--- src/radio_ctrl_pkg.sv ---
// Shared register map, widths and bundles for the radio control and timekeeping block.
// Imported by every stage and by the top level.
package radio_ctrl_pkg;

   //////////////////////////////////////////////////
   // Vector types
   //////////////////////////////////////////////////

   typedef logic [7:0]  set_addr_t;   // Settings bus address
   typedef logic [31:0] set_data_t;   // Settings bus data
   typedef logic [2:0]  set_offs_t;   // Offset inside a register block
   typedef logic [63:0] vita_time_t;  // VITA tick count
   typedef logic [7:0]  led_t;
   typedef logic [31:0] rb_word_t;    // Readback word
   typedef logic [3:0]  rb_sel_t;     // Readback index

   //////////////////////////////////////////////////
   // Settings bus register map
   //////////////////////////////////////////////////

   localparam set_addr_t SR_MISC       = 8'd0;
   localparam set_addr_t SR_TIME64     = 8'd10;
   localparam set_addr_t MISC_NUM_REGS = 8'd7;
   localparam set_addr_t TIME_NUM_REGS = 8'd3;

   // Misc block offsets with offset 5 left unused
   localparam set_offs_t MISC_CLOCK   = 3'd0;
   localparam set_offs_t MISC_SERDES  = 3'd1;
   localparam set_offs_t MISC_ADC     = 3'd2;
   localparam set_offs_t MISC_LED_SW  = 3'd3;
   localparam set_offs_t MISC_PHY     = 3'd4;
   localparam set_offs_t MISC_LED_SRC = 3'd6;

   // Timer block offsets
   localparam set_offs_t TIME_HI   = 3'd0;
   localparam set_offs_t TIME_LO   = 3'd1;  // Commits the load
   localparam set_offs_t TIME_MODE = 3'd2;  // Bit 0 set means load at next PPS

   // 1 = LED driven by hardware, 0 = by software
   localparam led_t LED_SRC_RESET = 8'b0001_1110;

   // Bumped when the register interface changes (major, minor)
   localparam rb_word_t COMPAT_NUM = {16'd8, 16'd2};

   // Readback indices
   localparam rb_sel_t RB_TIME_HI = 4'd10;
   localparam rb_sel_t RB_TIME_LO = 4'd11;
   localparam rb_sel_t RB_COMPAT  = 4'd12;
   localparam rb_sel_t RB_STATUS  = 4'd13;
   localparam rb_sel_t RB_PPS_HI  = 4'd14;
   localparam rb_sel_t RB_PPS_LO  = 4'd15;

   //////////////////////////////////////////////////
   // Bundles
   //////////////////////////////////////////////////

   typedef struct packed {
      logic      misc_stb;
      logic      time_stb;
      set_offs_t offs;
      set_data_t data;
   } set_req_t;

   typedef struct packed {
      logic run_tx;
      logic run_rx;
      logic clk_status;
      logic link_up;
      logic button;
   } hw_status_t;

   typedef struct packed {
      logic       clock_ready;
      logic [1:0] clk_en;
      logic [1:0] clk_sel;
      logic       ser_enable;
      logic       ser_prbsen;
      logic       ser_loopen;
      logic       ser_rx_en;
      logic       adc_oe_a;
      logic       adc_on_a;
      logic       adc_oe_b;
      logic       adc_on_b;
      logic       phy_reset_n;
   } ctrl_outs_t;

   typedef struct packed {
      vita_time_t vita_time;
      vita_time_t vita_time_pps;
      logic       good_sync;
   } time_stat_t;

   typedef enum logic {
      TIME_RUN,
      TIME_ARMED
   } timer_mode_e;

endpackage

--- src/set_capture.sv ---
// Input stage of the settings bus. Registers each write and
// decodes whether it hits the misc or the timer register block.
`timescale 1ns/1ns

module set_capture (
   input  logic                      dsp_clk,
   input  logic                      por_rst,
   input  logic                      set_stb_i,
   input  radio_ctrl_pkg::set_addr_t set_addr_i,
   input  radio_ctrl_pkg::set_data_t set_data_i,
   output radio_ctrl_pkg::set_req_t  set_req_o
);
   import radio_ctrl_pkg::*;

   set_addr_t misc_rel;
   set_addr_t time_rel;
   logic      in_misc;
   logic      in_time;
   logic      misc_stb_q;
   logic      time_stb_q;
   set_offs_t offs_q;
   set_data_t data_q;

   // Below-base addresses wrap to large values and fail the compare
   assign misc_rel = set_addr_i - SR_MISC;
   assign time_rel = set_addr_i - SR_TIME64;
   assign in_misc  = misc_rel < MISC_NUM_REGS;
   assign in_time  = time_rel < TIME_NUM_REGS;

   always_ff @(posedge dsp_clk) begin
      if (por_rst) begin
         misc_stb_q <= 1'b0;
         time_stb_q <= 1'b0;
      end else begin
         misc_stb_q <= set_stb_i & in_misc;
         time_stb_q <= set_stb_i & in_time;
      end
   end

   always_ff @(posedge dsp_clk) begin
      if (set_stb_i) begin
         offs_q <= in_time ? time_rel[2:0] : misc_rel[2:0];
         data_q <= set_data_i;
      end
   end

   assign set_req_o = '{misc_stb: misc_stb_q, time_stb: time_stb_q,
                        offs: offs_q, data: data_q};

   // Block windows must never overlap
   a_one_block: assert property (@(posedge dsp_clk) disable iff (por_rst)
      !(set_req_o.misc_stb && set_req_o.time_stb));

endmodule

--- src/misc_ctrl_regs.sv ---
// Miscellaneous control registers of the misc block plus the LED source mux.
// Written from the captured settings bus, outputs go straight to the board.
`timescale 1ns/1ns

module misc_ctrl_regs (
   input  logic                       dsp_clk,
   input  logic                       por_rst,
   input  radio_ctrl_pkg::set_req_t   set_req_i,
   input  radio_ctrl_pkg::hw_status_t hw_status_i,
   input  logic                       good_sync_i,
   output radio_ctrl_pkg::ctrl_outs_t ctrl_outs_o,
   output radio_ctrl_pkg::led_t       leds_o
);
   import radio_ctrl_pkg::*;

   logic [4:0] clock_q;      // clock_ready, clk_en, clk_sel
   logic [3:0] serdes_q;     // enable, prbsen, loopen, rx_en
   logic [3:0] adc_q;        // oe_a, on_a, oe_b, on_b
   logic       phy_reset_q;  // Active high in the register
   led_t       led_sw_q;
   led_t       led_src_q;
   led_t       led_hw;

   //////////////////////////////////////////////////
   // Register writes
   //////////////////////////////////////////////////

   always_ff @(posedge dsp_clk) begin
      if (por_rst) begin
         clock_q     <= '0;
         serdes_q    <= '0;
         adc_q       <= '0;
         phy_reset_q <= 1'b0;
         led_sw_q    <= '0;
         led_src_q   <= LED_SRC_RESET;
      end else if (set_req_i.misc_stb) begin
         case (set_req_i.offs)
            MISC_CLOCK:   clock_q     <= set_req_i.data[4:0];
            MISC_SERDES:  serdes_q    <= set_req_i.data[3:0];
            MISC_ADC:     adc_q       <= set_req_i.data[3:0];
            MISC_LED_SW:  led_sw_q    <= set_req_i.data[7:0];
            MISC_PHY:     phy_reset_q <= set_req_i.data[0];
            MISC_LED_SRC: led_src_q   <= set_req_i.data[7:0];
            default: begin
               // Offset 5 held the old bootloader flag, nothing lives there now
            end
         endcase
      end
   end

   assign ctrl_outs_o = '{
      clock_ready: clock_q[4],
      clk_en:      clock_q[3:2],
      clk_sel:     clock_q[1:0],
      ser_enable:  serdes_q[3],
      ser_prbsen:  serdes_q[2],
      ser_loopen:  serdes_q[1],
      ser_rx_en:   serdes_q[0],
      adc_oe_a:    adc_q[3],
      adc_on_a:    adc_q[2],
      adc_oe_b:    adc_q[1],
      adc_on_b:    adc_q[0],
      phy_reset_n: ~phy_reset_q
   };

   //////////////////////////////////////////////////
   // LED mux
   //////////////////////////////////////////////////

   // Link LED only lights once time is locked to PPS
   assign led_hw = {3'b000,
                    hw_status_i.run_tx,
                    hw_status_i.run_rx,
                    hw_status_i.clk_status,
                    hw_status_i.link_up & good_sync_i,
                    1'b0};

   assign leds_o = (led_src_q & led_hw) | (~led_src_q & led_sw_q);

   // PHY must come out of reset released
   a_phy_released: assert property (@(posedge dsp_clk)
      por_rst |=> ctrl_outs_o.phy_reset_n);

endmodule

--- src/vita_timer.sv ---
// 64-bit VITA tick counter. Loaded from the timer block either at once or at
// the next PPS edge, and snapshots the running time on every PPS edge.
`timescale 1ns/1ns

module vita_timer (
   input  logic                       dsp_clk,
   input  logic                       por_rst,
   input  radio_ctrl_pkg::set_req_t   set_req_i,
   input  logic                       pps_i,
   output radio_ctrl_pkg::time_stat_t time_stat_o
);
   import radio_ctrl_pkg::*;

   timer_mode_e state_q;
   set_data_t   time_hi_q;    // Staged high word
   logic        pps_mode_q;   // Last TIME_MODE bit 0
   vita_time_t  arm_time_q;
   vita_time_t  time_q;
   vita_time_t  pps_time_q;
   logic        good_sync_q;
   logic [2:0]  pps_sync_q;   // Two sync flops plus edge history
   logic        pps_edge;
   logic        lo_write;
   logic        load_now;
   logic        load_pps;
   vita_time_t  new_time;

   assign lo_write = set_req_i.time_stb && (set_req_i.offs == TIME_LO);
   assign new_time = {time_hi_q, set_req_i.data};
   assign load_now = lo_write && !pps_mode_q;
   assign pps_edge = pps_sync_q[1] & ~pps_sync_q[2];
   assign load_pps = pps_edge && (state_q == TIME_ARMED);

   //////////////////////////////////////////////////
   // Settings and PPS synchronizer
   //////////////////////////////////////////////////

   always_ff @(posedge dsp_clk) begin
      if (por_rst) begin
         pps_mode_q <= 1'b0;
         pps_sync_q <= '0;
      end else begin
         pps_sync_q <= {pps_sync_q[1:0], pps_i};
         if (set_req_i.time_stb && (set_req_i.offs == TIME_MODE))
            pps_mode_q <= set_req_i.data[0];
      end
   end

   always_ff @(posedge dsp_clk) begin
      if (set_req_i.time_stb && (set_req_i.offs == TIME_HI))
         time_hi_q <= set_req_i.data;
      if (lo_write && pps_mode_q)
         arm_time_q <= new_time;  // Held until the PPS edge
   end

   //////////////////////////////////////////////////
   // Arm FSM and counter
   //////////////////////////////////////////////////

   always_ff @(posedge dsp_clk) begin
      if (por_rst) begin
         state_q     <= TIME_RUN;
         good_sync_q <= 1'b0;
      end else if (lo_write && pps_mode_q) begin
         state_q     <= TIME_ARMED;
         good_sync_q <= 1'b0;     // Cleared until the new PPS lands
      end else if (load_pps) begin
         state_q     <= TIME_RUN;
         good_sync_q <= 1'b1;
      end
   end

   always_ff @(posedge dsp_clk) begin
      if (por_rst)
         time_q <= '0;
      else if (load_now)
         time_q <= new_time;
      else if (load_pps)
         time_q <= arm_time_q;
      else
         time_q <= time_q + 64'd1;
   end

   always_ff @(posedge dsp_clk) begin
      if (por_rst)
         pps_time_q <= '0;
      else if (load_pps)
         pps_time_q <= arm_time_q;  // Same value the counter takes
      else if (pps_edge)
         pps_time_q <= time_q;
   end

   assign time_stat_o = '{vita_time: time_q, vita_time_pps: pps_time_q,
                          good_sync: good_sync_q};

   // Free running between loads
   a_time_inc: assert property (@(posedge dsp_clk) disable iff (por_rst)
      !(load_now || load_pps) |=> time_q == vita_time_t'($past(time_q) + 64'd1));

endmodule

--- src/status_readback.sv ---
// Registered readback of status words selected by index. Reading the time
// high word latches the low word so the two halves belong together.
`timescale 1ns/1ns

module status_readback (
   input  logic                       dsp_clk,
   input  logic                       por_rst,
   input  radio_ctrl_pkg::rb_sel_t    rb_sel_i,
   input  radio_ctrl_pkg::time_stat_t time_stat_i,
   input  radio_ctrl_pkg::hw_status_t hw_status_i,
   output radio_ctrl_pkg::rb_word_t   rb_data_o
);
   import radio_ctrl_pkg::*;

   rb_word_t time_lo_snap_q;
   rb_word_t status_word;
   rb_word_t rb_next;

   // Button 13, clock 11, link 10, sync 0
   assign status_word = {18'b0,
                         hw_status_i.button,
                         1'b0,
                         hw_status_i.clk_status,
                         hw_status_i.link_up,
                         9'b0,
                         time_stat_i.good_sync};

   //////////////////////////////////////////////////
   // Word select
   //////////////////////////////////////////////////

   always_comb begin
      case (rb_sel_i)
         RB_TIME_HI: rb_next = time_stat_i.vita_time[63:32];
         RB_TIME_LO: rb_next = time_lo_snap_q;
         RB_COMPAT:  rb_next = COMPAT_NUM;
         RB_STATUS:  rb_next = status_word;
         RB_PPS_HI:  rb_next = time_stat_i.vita_time_pps[63:32];
         RB_PPS_LO:  rb_next = time_stat_i.vita_time_pps[31:0];
         default:    rb_next = '0;  // Buffer pool, GPIO and spare slots
      endcase
   end

   always_ff @(posedge dsp_clk) begin
      if (por_rst) begin
         rb_data_o      <= '0;
         time_lo_snap_q <= '0;
      end else begin
         rb_data_o <= rb_next;
         if (rb_sel_i == RB_TIME_HI)
            time_lo_snap_q <= time_stat_i.vita_time[31:0];  // Same tick as high
      end
   end

endmodule

--- src/radio_ctrl_top.sv ---
// Control register and timekeeping block of the radio in the DSP clock domain.
// Settings writes come in on a strobe bus, status is read back by index.
`timescale 1ns/1ns

module radio_ctrl_top (
   input  logic                       dsp_clk,
   input  logic                       por_rst,

   // Settings bus
   input  logic                       set_stb_i,
   input  radio_ctrl_pkg::set_addr_t  set_addr_i,
   input  radio_ctrl_pkg::set_data_t  set_data_i,

   // Board status and timing
   input  logic                       pps_i,
   input  radio_ctrl_pkg::hw_status_t hw_status_i,

   // Readback
   input  radio_ctrl_pkg::rb_sel_t    rb_sel_i,

   // Board controls
   output radio_ctrl_pkg::ctrl_outs_t ctrl_outs_o,
   output radio_ctrl_pkg::led_t       leds_o,
   output radio_ctrl_pkg::rb_word_t   rb_data_o
);
   import radio_ctrl_pkg::*;

   set_req_t   set_req;    // Captured write, shared by both register blocks
   time_stat_t time_stat;

   //////////////////////////////////////////////////
   // Settings capture
   //////////////////////////////////////////////////

   set_capture u_set_capture (
      .dsp_clk    (dsp_clk),
      .por_rst    (por_rst),
      .set_stb_i  (set_stb_i),
      .set_addr_i (set_addr_i),
      .set_data_i (set_data_i),
      .set_req_o  (set_req)
   );

   //////////////////////////////////////////////////
   // Control registers and LEDs
   //////////////////////////////////////////////////

   misc_ctrl_regs u_misc_ctrl_regs (
      .dsp_clk     (dsp_clk),
      .por_rst     (por_rst),
      .set_req_i   (set_req),
      .hw_status_i (hw_status_i),
      .good_sync_i (time_stat.good_sync),  // Gates the link LED
      .ctrl_outs_o (ctrl_outs_o),
      .leds_o      (leds_o)
   );

   //////////////////////////////////////////////////
   // VITA time
   //////////////////////////////////////////////////

   vita_timer u_vita_timer (
      .dsp_clk     (dsp_clk),
      .por_rst     (por_rst),
      .set_req_i   (set_req),
      .pps_i       (pps_i),
      .time_stat_o (time_stat)
   );

   //////////////////////////////////////////////////
   // Status readback
   //////////////////////////////////////////////////

   status_readback u_status_readback (
      .dsp_clk     (dsp_clk),
      .por_rst     (por_rst),
      .rb_sel_i    (rb_sel_i),
      .time_stat_i (time_stat),
      .hw_status_i (hw_status_i),
      .rb_data_o   (rb_data_o)
   );

endmodule

--- config.mk ---
export PLATFORM = sky130hd
export DESIGN_NAME = radio_ctrl_top
export DESIGN_NICKNAME = d
export VERILOG_FILES = /design/src/radio_ctrl_pkg.sv /design/src/set_capture.sv /design/src/misc_ctrl_regs.sv /design/src/vita_timer.sv /design/src/status_readback.sv /design/src/radio_ctrl_top.sv
export SDC_FILE = /design/constraint.sdc
export NUM_CORES = 1
export LEC_CHECK = 0
export ABC_AREA = 1
export BUFFER_PORTS_ARGS = -buffer_cell sky130_fd_sc_hd__buf_2
export CAP_MARGIN = 40
export CORE_AREA = 2 2 149 223
export DETAILED_ROUTE_END_ITERATION = 16
export DIE_AREA = 0 0 151 225
export PLACE_DENSITY = 0.67
export SETUP_SLACK_MARGIN = 0.15
export SYNTH_ARGS = -nofsm -noshare
export SYNTH_HDL_FRONTEND = slang
export SYNTH_SLANG_ARGS = --single-unit
--- constraint.sdc ---
create_clock -name dsp_clk -period 17.9 [get_ports dsp_clk]
set_input_delay 0.895 -clock dsp_clk [delete_from_list [all_inputs] [get_ports dsp_clk]]
set_output_delay 0.895 -clock dsp_clk [all_outputs]
set_load 0.05 [all_outputs]
Yosys cells after proc, flatten, opt, wreduce, memory -nomap -nowiden

Cells that the tools add are included.

Add/subtract/negate cells: 2
Order comparisons: 2
Equal/unequal tests: 11
Muxes and demuxes: 8
Bitwise operators: 10
Reduce and logical (&&, ||, !) cells: 17

Operators by type and width:

| operator              | count |
|---|---|
| $mux 64               | 4 |
| $pmux 32 s6           | 1 |
| $add 64x1->64 const B | 1 |
| $eq 4x4->1 const B    | 6 |
| $reduce_and 2->1      | 6 |
| $and 8x5->8           | 1 |
| $and 8x8->8           | 1 |
| $lt 8x2->1 const B    | 1 |
| $lt 8x3->1 const B    | 1 |
| $not 8->8             | 1 |
| $or 8x8->8            | 1 |
| $sub 8x4->8 const B   | 1 |
| $eq 3x2->1 const B    | 2 |
| $eq 3x3->1 const B    | 2 |
| $logic_and 1x1->1     | 6 |
| $and 1x1->1           | 4 |
| $reduce_bool 2->1     | 2 |
| $eq 3x1->1 const B    | 1 |
| $logic_not 3->1       | 1 |
| $mux 3                | 1 |
| $mux 1                | 2 |
| $not 1->1             | 2 |
| $reduce_or 2->1       | 1 |
| $logic_not 1->1       | 1 |

Register bits: 361
Bits of input ports: 53
Output and inout bits: 54
Logic and storage cells: 70

Logic depth before layout (Yosys ltp)

Gate-level depths: netlist of run 1.

Word-level depth: 5
Depth in mapped cells: 13
Gate-level depth less buffers: 12

Cells and area by module

From an unflattened synthesis of run 1, not the netlist that was laid out.

Cell total of the unflattened synthesis: 2329
Area, all modules: 17274.1 um^2

Modules (own cells, without submodules):

| module          | instances | cells an instance | area an instance (um^2) | sequential area each (um^2) |
|---|---|---|---|---|
| vita_timer      | 1         | 1586              | 11607.4                 | 5565.3 |
| status_readback | 1         | 461               | 3021.6                  | 1281.2 |
| misc_ctrl_regs  | 1         | 197               | 1331.3                  | 600.6 |
| set_capture     | 1         | 85                | 1313.8                  | 1091.0 |

Worst setup path before layout of run 1

Ideal clock, no wire load.

Kind: reg2reg
Start point: register u_set_capture.offs_q[2]
End point: register u_vita_timer.arm_time_q[0] (enable)
Library setup time: 570 ps
Arrival time: 5085 ps
Data required time: 17330 ps
Path slack: 12245 ps
Cell stages (with the launch flop): 4
Buffers on the path: 0
Period minus slack after synthesis: 5655 ps
Path through: edfxtp_1 nor2_1 nand2_1 nor3_1

Longest elaborated chain between the ends: 3

Ends and longest elaborated chain:

| element                  | RTL line          | text |
|---|---|---|
| start: declaration       | set_capture.sv:21 | `set_offs_t offs_q;` |
| start signal: assignment | set_capture.sv:42 | `offs_q <= in_time ? time_rel[2:0] : misc_rel[2:0];` |
| $eq 3x1->1               | vita_timer.sv:28  | `assign lo_write = set_req_i.time_stb && (set_req_i.offs == TIME_LO);` |
| $logic_and 1x1->1        | vita_timer.sv:28  |  |
| $logic_and 1x1->1        | vita_timer.sv:52  | `if (lo_write && pps_mode_q)` |
| end signal: assignment   | vita_timer.sv:53  | `arm_time_q <= new_time;` |
| end: declaration         | vita_timer.sv:17  | `vita_time_t arm_time_q;` |

Every way passes these cells.
A chain may end at the register's enable or synchronous reset.

Worst setup path in the final report of run 1

Start point: register u_vita_timer.pps_sync_q[1]
End point: register u_vita_timer.pps_time_q[7]

Longest elaborated chain between the ends: 3
Elaborated cells between the ends (all ways): 4
Those cells by class: mux: 1; bitwise: 1; reduce/logical: 2

Ends and longest elaborated chain:

| element                                      | RTL line         | text |
|---|---|---|
| start: declaration                           | vita_timer.sv:21 | `logic [2:0] pps_sync_q;` |
| start signal: assignment                     | vita_timer.sv:43 | `pps_sync_q <= {pps_sync_q[1:0], pps_i};` |
| $and 1x1->1 (*)                              | vita_timer.sv:31 | `assign pps_edge = pps_sync_q[1] & ~pps_sync_q[2];` |
| $logic_and 1x1->1                            | vita_timer.sv:32 | `assign load_pps = pps_edge && (state_q == TIME_ARMED);` |
| $mux 64 or $reduce_bool 2->1 (tied branches) | --               |  |
| end signal: assignment                       | vita_timer.sv:88 | `pps_time_q <= arm_time_q;` |
| end signal: assignment                       | vita_timer.sv:90 | `pps_time_q <= time_q;` |
| end: declaration                             | vita_timer.sv:19 | `vita_time_t pps_time_q;` |

Mark *: on every way between the ends. The rest lies on a longest branch, timed or not.

==> flow_summary.json, run 1 <==
{
  "synth_flop_cell": "dfxtp_1",
  "fin_crit_sh_pct": 19.8,
  "max-vdd-ir-drop_mv": 0.0848,
  "seqPwrFrac_pct": 50.7,
  "synth-seq-area-share_pct": 53.9,
  "grt_pass1_wl_mm": 75.2,
  "synth_nets": 1997,
  "synth_area_leaders": "dfxtp_1, edfxtp_1, nand2_1",
  "arrival_ns": 3.93,
  "root_buffer": "clkbuf_16",
  "crit_type": "reg2reg",
  "cts_hold_buf": 0,
  "crit_required_ns": 18.29,
  "ys_async_sr_fraction_pct": 0,
  "via_per_inst": 5.65,
  "clkPwrFrac_pct": 46.4,
  "critPathMaxFanout": 86,
  "synth_cell_type_count": 37,
  "rsz0062_at_grt": "false",
  "drtPass1Iterations": 5,
  "start_kind": "flop",
  "clk_pin_slew_ns": 0.06,
  "post_cts_resized": 0,
  "p_comb_share_pct": 2.9,
  "ys_ff_latch": 361,
  "vias": 13800,
  "dieArea_sq_um": 34000,
  "hold_slack_ns": 0.413,
  "nFillCells": 2997,
  "antenna_found_initial": 0,
  "end_kind": "flop",
  "die_height_microns": 225,
  "grt_overflow_total": 0,
  "wl_per_cell_microns": 20.1,
  "drive_gt1_share_pct": 11.2,
  "place_congestion": 0.973,
  "tritoncts": "built",
  "finalPower_mw": 1.72,
  "intPower_mw": 1.35,
  "htreeDepth": 2,
  "finClkSkew_ns": 0.0218,
  "die-width_microns": 151,
  "synth_top_area_cell": "dfxtp_1",
  "fin_setup_tns_ns": 0,
  "cts_buffers": 36,
  "post-route-min-period_ns": 3.54,
  "post_cts_buffers": 0,
  "clock-sinks": 361,
  "ys_warn_count": 0,
  "ios": 107,
  "maxSlewViolCount": 0,
  "coreArea_sq_um": 31800,
  "synth_edf_count": 131,
  "first_global_vias": 13300,
  "num_rows": 80,
  "syn_inst": 1942,
  "grt_usage_pct": 29.2,
  "p_sw_uw": 374,
  "leakage_nw": 6.96,
  "drc": 0,
  "worst_pin_slew_ns": 1.15,
  "routed_wl_mm": 49.1,
  "area_growth_pct": 13.0,
  "p_per_area_nw_per_um2": 96.2,
  "finalSetupViolCount": 0,
  "drtIter0Drc": 1052,
  "synth.avg_cell_area_sq_um": 8.15,
  "syn_area_sq_um": 15800,
  "start_util_pct": 49.7,
  "dp_hpwl_mm": 32.7,
  "max_freq_mhz": 282,
  "swShare_pct": 21.7,
  "status": "complete, no violations",
  "portBuffers": 106,
  "worstSkewPairLatency_ns": 0.54,
  "yosysTopAreaCellShare_pct": 29.1,
  "final_nets": 2065,
  "diodes": 0,
  "utilization_pct": 56.2,
  "max-slew-margin-rel_pct": 23.4,
  "holdCritPathClass": "reg2reg",
  "final_hold_viol_count": 0,
  "grt_max_degree": 87,
  "drv_cap": 0,
  "antenna_left": 0,
  "clockBufferDepth": 3
}
-- power groups by stage --
stage / sequential, mW / combinational (mW) / clock, mW
floorplan: 0.885 / 0.0278 / 0
global placement: 0.891 / 0.0481 / 0
detailed placement: 0.892 / 0.0488 / 0
CTS: 0.873 / 0.0490 / 0.809
global route: 0.874 / 0.0538 / 0.841
finish: 0.873 / 0.0493 / 0.799
-- cells in the final DEF (no fill, tap or decap), types with 13 or more instances in the layout --
| cell | instances |
|---|---|
| a21oi_1 | 69 |
| a221oi_1 | 60 |
| a31oi_1 | 53 |
| buf_2 | 106 |
| buf_4 | 17 |
| clkbuf_16 | 37 |
| dfxtp_1 | 230 |
| edfxtp_1 | 131 |
| inv_1 | 217 |
| nand2_1 | 355 |
| nand3_1 | 92 |
| nand3b_1 | 19 |
| nor2_1 | 326 |
| nor2_2 | 18 |
| o21ai_0 | 189 |
| o21bai_1 | 13 |
-- critical path: stages, from the launching register on --
cell	delay, ns
dfxtp_1	0.30
inv_1	0.08
nor2_2	0.05
inv_2	0.03
buf_4	0.71
nor2_4	0
buf_4	0.38
inv_4	0.49
buf_4	0.76
nor2_1	0.13
a221oi_1	0.28
nor2_1	0.07
-- registers in the layout, indices dropped and copies added, names as in the netlist, 3 cells and up --
signal	cells
u_vita_timer.pps_sync_q	3
u_set_capture.offs_q	3
u_misc_ctrl_regs.led_sw_q	8
u_vita_timer.arm_time_q	64
u_vita_timer.time_hi_q	32
u_misc_ctrl_regs.serdes_q	4
u_vita_timer.pps_time_q	64
u_vita_timer.time_q	64
u_misc_ctrl_regs.clock_q	5
u_status_readback.rb_data_o	32
u_status_readback.time_lo_snap_q	32
u_misc_ctrl_regs.adc_q	4
u_misc_ctrl_regs.led_src_q	8
u_set_capture.data_q	32
-- layout make-up --
class / instances / area [sq um] / area share, %
Sequential cell: 361 / 8540 / 47.7
Clock buffer: 41 / 961 / 5.37
Tap cell: 410 / 513 / 2.87
Timing Repair Buffer: 124 / 686 / 3.83
Multi-Input combinational cell: 1265 / 6090 / 34.0
Inverter: 222 / 836 / 4.67
Clock inverter: 23 / 274 / 1.53
-- final timing paths --
path / startpoint / endpoint / slack [ns] / depth (start not counted)
worst max-delay path: u_vita_timer.pps_sync_q[1] / u_vita_timer.pps_time_q[7] / 14.36 / 11
worst min-delay path: u_vita_timer.pps_sync_q[0] / u_vita_timer.pps_sync_q[1] / 0.41 / 2
worst max register to register: u_vita_timer.pps_sync_q[1] / u_vita_timer.pps_time_q[7] / 14.36 / 11
worst min register to register: u_vita_timer.pps_sync_q[0] / u_vita_timer.pps_sync_q[1] / 0.41 / 2
-- cells in the mapped netlist, drive strengths merged (3+ instances only) --
library cell and number:
inv 221, nor2 353, a31oi 53, clkbuf 55, xor2 6, nor3 7, nand2 367, a21oi 69
edfxtp 131, o21ai 194, nand3 93, a22oi 3, nand3b 19, o211ai 3, dfxtp 230, o21bai 13
nand4 10, a211oi 4, a221oi 60, buf 39
-- cells by family (layout without fill, tap and decap cells) --
family                   count (synthesis)  after routing  share of synthesized area [%]
AO/OA/AOI/OAI                          400            400                           14.9
XOR/XNOR                                 8              8                          0.443
AND/OR/NAND/NOR                        855            855                           22.7
buffers and inverters                  316            410                           7.90
adder cells (fa/ha/maj)                  2              2                          0.158
flip-flops                             361            361                           53.9
-- per-layer routing --
metal	GRT usage [%]	share of wire, %	up-vias	routed length (microns)
li1	-	-	6583	-
met1	33.3	37	6463	17900
met2	50.1	49	601	24100
met3	3.93	6.1	177	2980
met4	20.3	8.1	0	3980
met5	0	0	-	0
-- through the flow --
step           setup slack, ns  area [sq um]  cells
2_1_floorplan            12.25         15800   1942
3_3_place_gp             14.51         16600   2380
3_5_place_dp             14.45         16700   2381
4_1_cts                  14.43         17900   2445
5_1_grt                  14.18         17900   2446
6_report                 14.36         17900   2446
Power figures use the tool's default switching activity.
==> run 2, diff against run 1 <==
- clock period: 17.9 -> 3.7 ns (I/O delays scaled with it)
==> run 2 against run 1 <==
  * Setup slack lost 13 ns
  * Sequential power rose to 4.8 times the previous value
  * Clock-buffer cell count increased by 7
  * Sequential share of layout area fell by 1.1 points
  * Largest power group unchanged
  * Register-to-register slack got worse by 13 ns
  * First-iteration DRC count up 2.7%
==> flow_summary.json, run 2 (synthesized netlist as in run 1, its figures left out) <==
{
  "critPathMaxFanout": 43,
  "wl_per_cell_microns": 20.0,
  "arrival_ns": 2.52,
  "root_buffer": "clkbuf_16",
  "vias": 14000,
  "die_height_microns": 225,
  "place_congestion": 0.999,
  "ios": 107,
  "grt_usage_pct": 29.4,
  "end_kind": "flop",
  "routed_wl_mm": 49.9,
  "hold_slack_ns": 0.0102,
  "final_nets": 2113,
  "layout_common_cells": "nand2_1, nor2_1, dfxtp_1",
  "placedCellCount": 2393,
  "utilization_pct": 57.5,
  "fin_setup_tns_ns": 0,
  "start_util_pct": 49.7,
  "worst_pin_slew_ns": 0.989,
  "drv_cap": 0,
  "max_freq_mhz": 475,
  "antenna_found_initial": 0,
  "grt_use_met3_pct": 3.42,
  "clk_pin_slew_ns": 0.06,
  "crit_required_ns": 4.11,
  "dp_hpwl_mm": 34.0,
  "drtPass1Iterations": 6,
  "holdCritPathClass": "in2reg",
  "grt_busiest_layer": "met2",
  "p_per_area_nw_per_um2": 433,
  "clock-sinks": 361,
  "final_hold_viol_count": 0,
  "drive_gt1_share_pct": 11.3,
  "tritoncts": "built",
  "via_per_inst": 5.61,
  "max-slew-margin-rel_pct": 34.1,
  "start_kind": "flop",
  "antenna_left": 0,
  "layout.cells.non_filler": 2494,
  "coreArea_sq_um": 31800,
  "fin_crit_sh_pct": 56.8,
  "grt_use_met1_pct": 33.2,
  "max-vdd-ir-drop_mv": 0.369,
  "htreeDepth": 2,
  "crit_type": "reg2reg",
  "largestRegisters": "u_vita_timer.arm_time_q x64, u_vita_timer.pps_time_q x64, u_vita_timer.time_q x64",
  "maxSlewViolCount": 0,
  "first_global_vias": 13400,
  "diodes": 0,
  "rsz0062_at_grt": "false",
  "finalPower_mw": 7.94,
  "drc": 0,
  "die-width_microns": 151,
  "use_met2_pct": 51.0,
  "grt_pass1_wl_mm": 75.7,
  "finalSetupViolCount": 0,
  "post-route-min-period_ns": 2.10,
  "leakage_nw": 7.16,
  "grt_max_degree": 86,
  "worstSkewPairLatency_ns": 0.53,
  "cts_buffers": 36,
  "num_rows": 80,
  "finClkSkew_ns": 0.0143,
  "drtIter0Drc": 1080,
  "final_common_cell": "nand2_1",
  "dieArea_sq_um": 34000,
  "portBuffers": 106,
  "clockBufferDepth": 3,
  "grt_overflow_total": 0,
  "area_growth_pct": 15.7,
  "post_cts_buffers": 0,
  "status": "complete, no violations"
}
## run 2: cell count changes in the layout (fill, tap and decap cells not counted), moves of 3 or more
cell / change
clkbuf_1: +6
bufinv_16: -6
dlygate4sd3_1: +37
buf_4: +3
clkinv_1: -3
buf_12: +10
clkinv_2: +5
## run 2: worst paths after layout
check,end,cells past startpoint,slack (ns),startpoint
max,u_vita_timer.time_q[34],10,1.60,u_set_capture.offs_q[0]
max reg2reg,u_vita_timer.time_q[34],10,1.60,u_set_capture.offs_q[0]
min,u_status_readback.rb_data_o[10],3,0.01,hw_status_i[1]
min reg2reg,u_vita_timer.pps_sync_q[1],2,0.41,u_vita_timer.pps_sync_q[0]
## run 2: per-stage QoR
| stage | setup slack [ns] | area [sq um] |
|---|---|---|
| after floorplan | 0.932 | 15800 |
| after global placement | 1.70 | 16800 |
| after detailed placement | 1.62 | 16900 |
| after CTS | 1.62 | 18300 |
| after global routing | 1.38 | 18300 |
| final | 1.60 | 18300 |
## run 2: where the power goes
part | internal [mW] | switching (mW) | leakage (nW)
registers | 4.16 | 0.0638 | 3.06
logic | 0.0970 | 0.185 | 3.56
clock network | 1.90 | 1.52 | 0.539
total | 6.16 | 1.77 | 7.16
## run 2: layout make-up
class	instances	area (sq um)
Clock inverter	16	82.6
Inverter	222	836
Tap cell	410	513
Multi-Input combinational cell	1265	6100
Timing Repair Buffer	172	1250
Clock buffer	48	997
Sequential cell	361	8540
Fill cell	2927	13500
## run 2: critical path, cell delays in order, from the launching register on
cell	delay (ns)
edfxtp_1	0.45
inv_1	0.06
nor2_1	0.12
nand2_1	0.13
inv_1	0.12
nand3_4	0.39
buf_12	0.36
nor2_1	0.14
nor2_1	0.06
o21ai_0	0.08
inv_1	0.06
## run 2: per-layer routing
layer / vias up / routed length (microns) / share of wire (%)
li1: 6682 / - / -
met1: 6635 / 18800 / 38
met2: 535 / 24500 / 49
met3: 145 / 2500 / 5.0
met4: 0 / 4120 / 8.3
met5: - / 0 / 0
## run 2: timing repair
action                    in CTS  in global routing
hold buffers                  37                  0
hold endpoints to repair      38                  0
resized for setup              0                  0
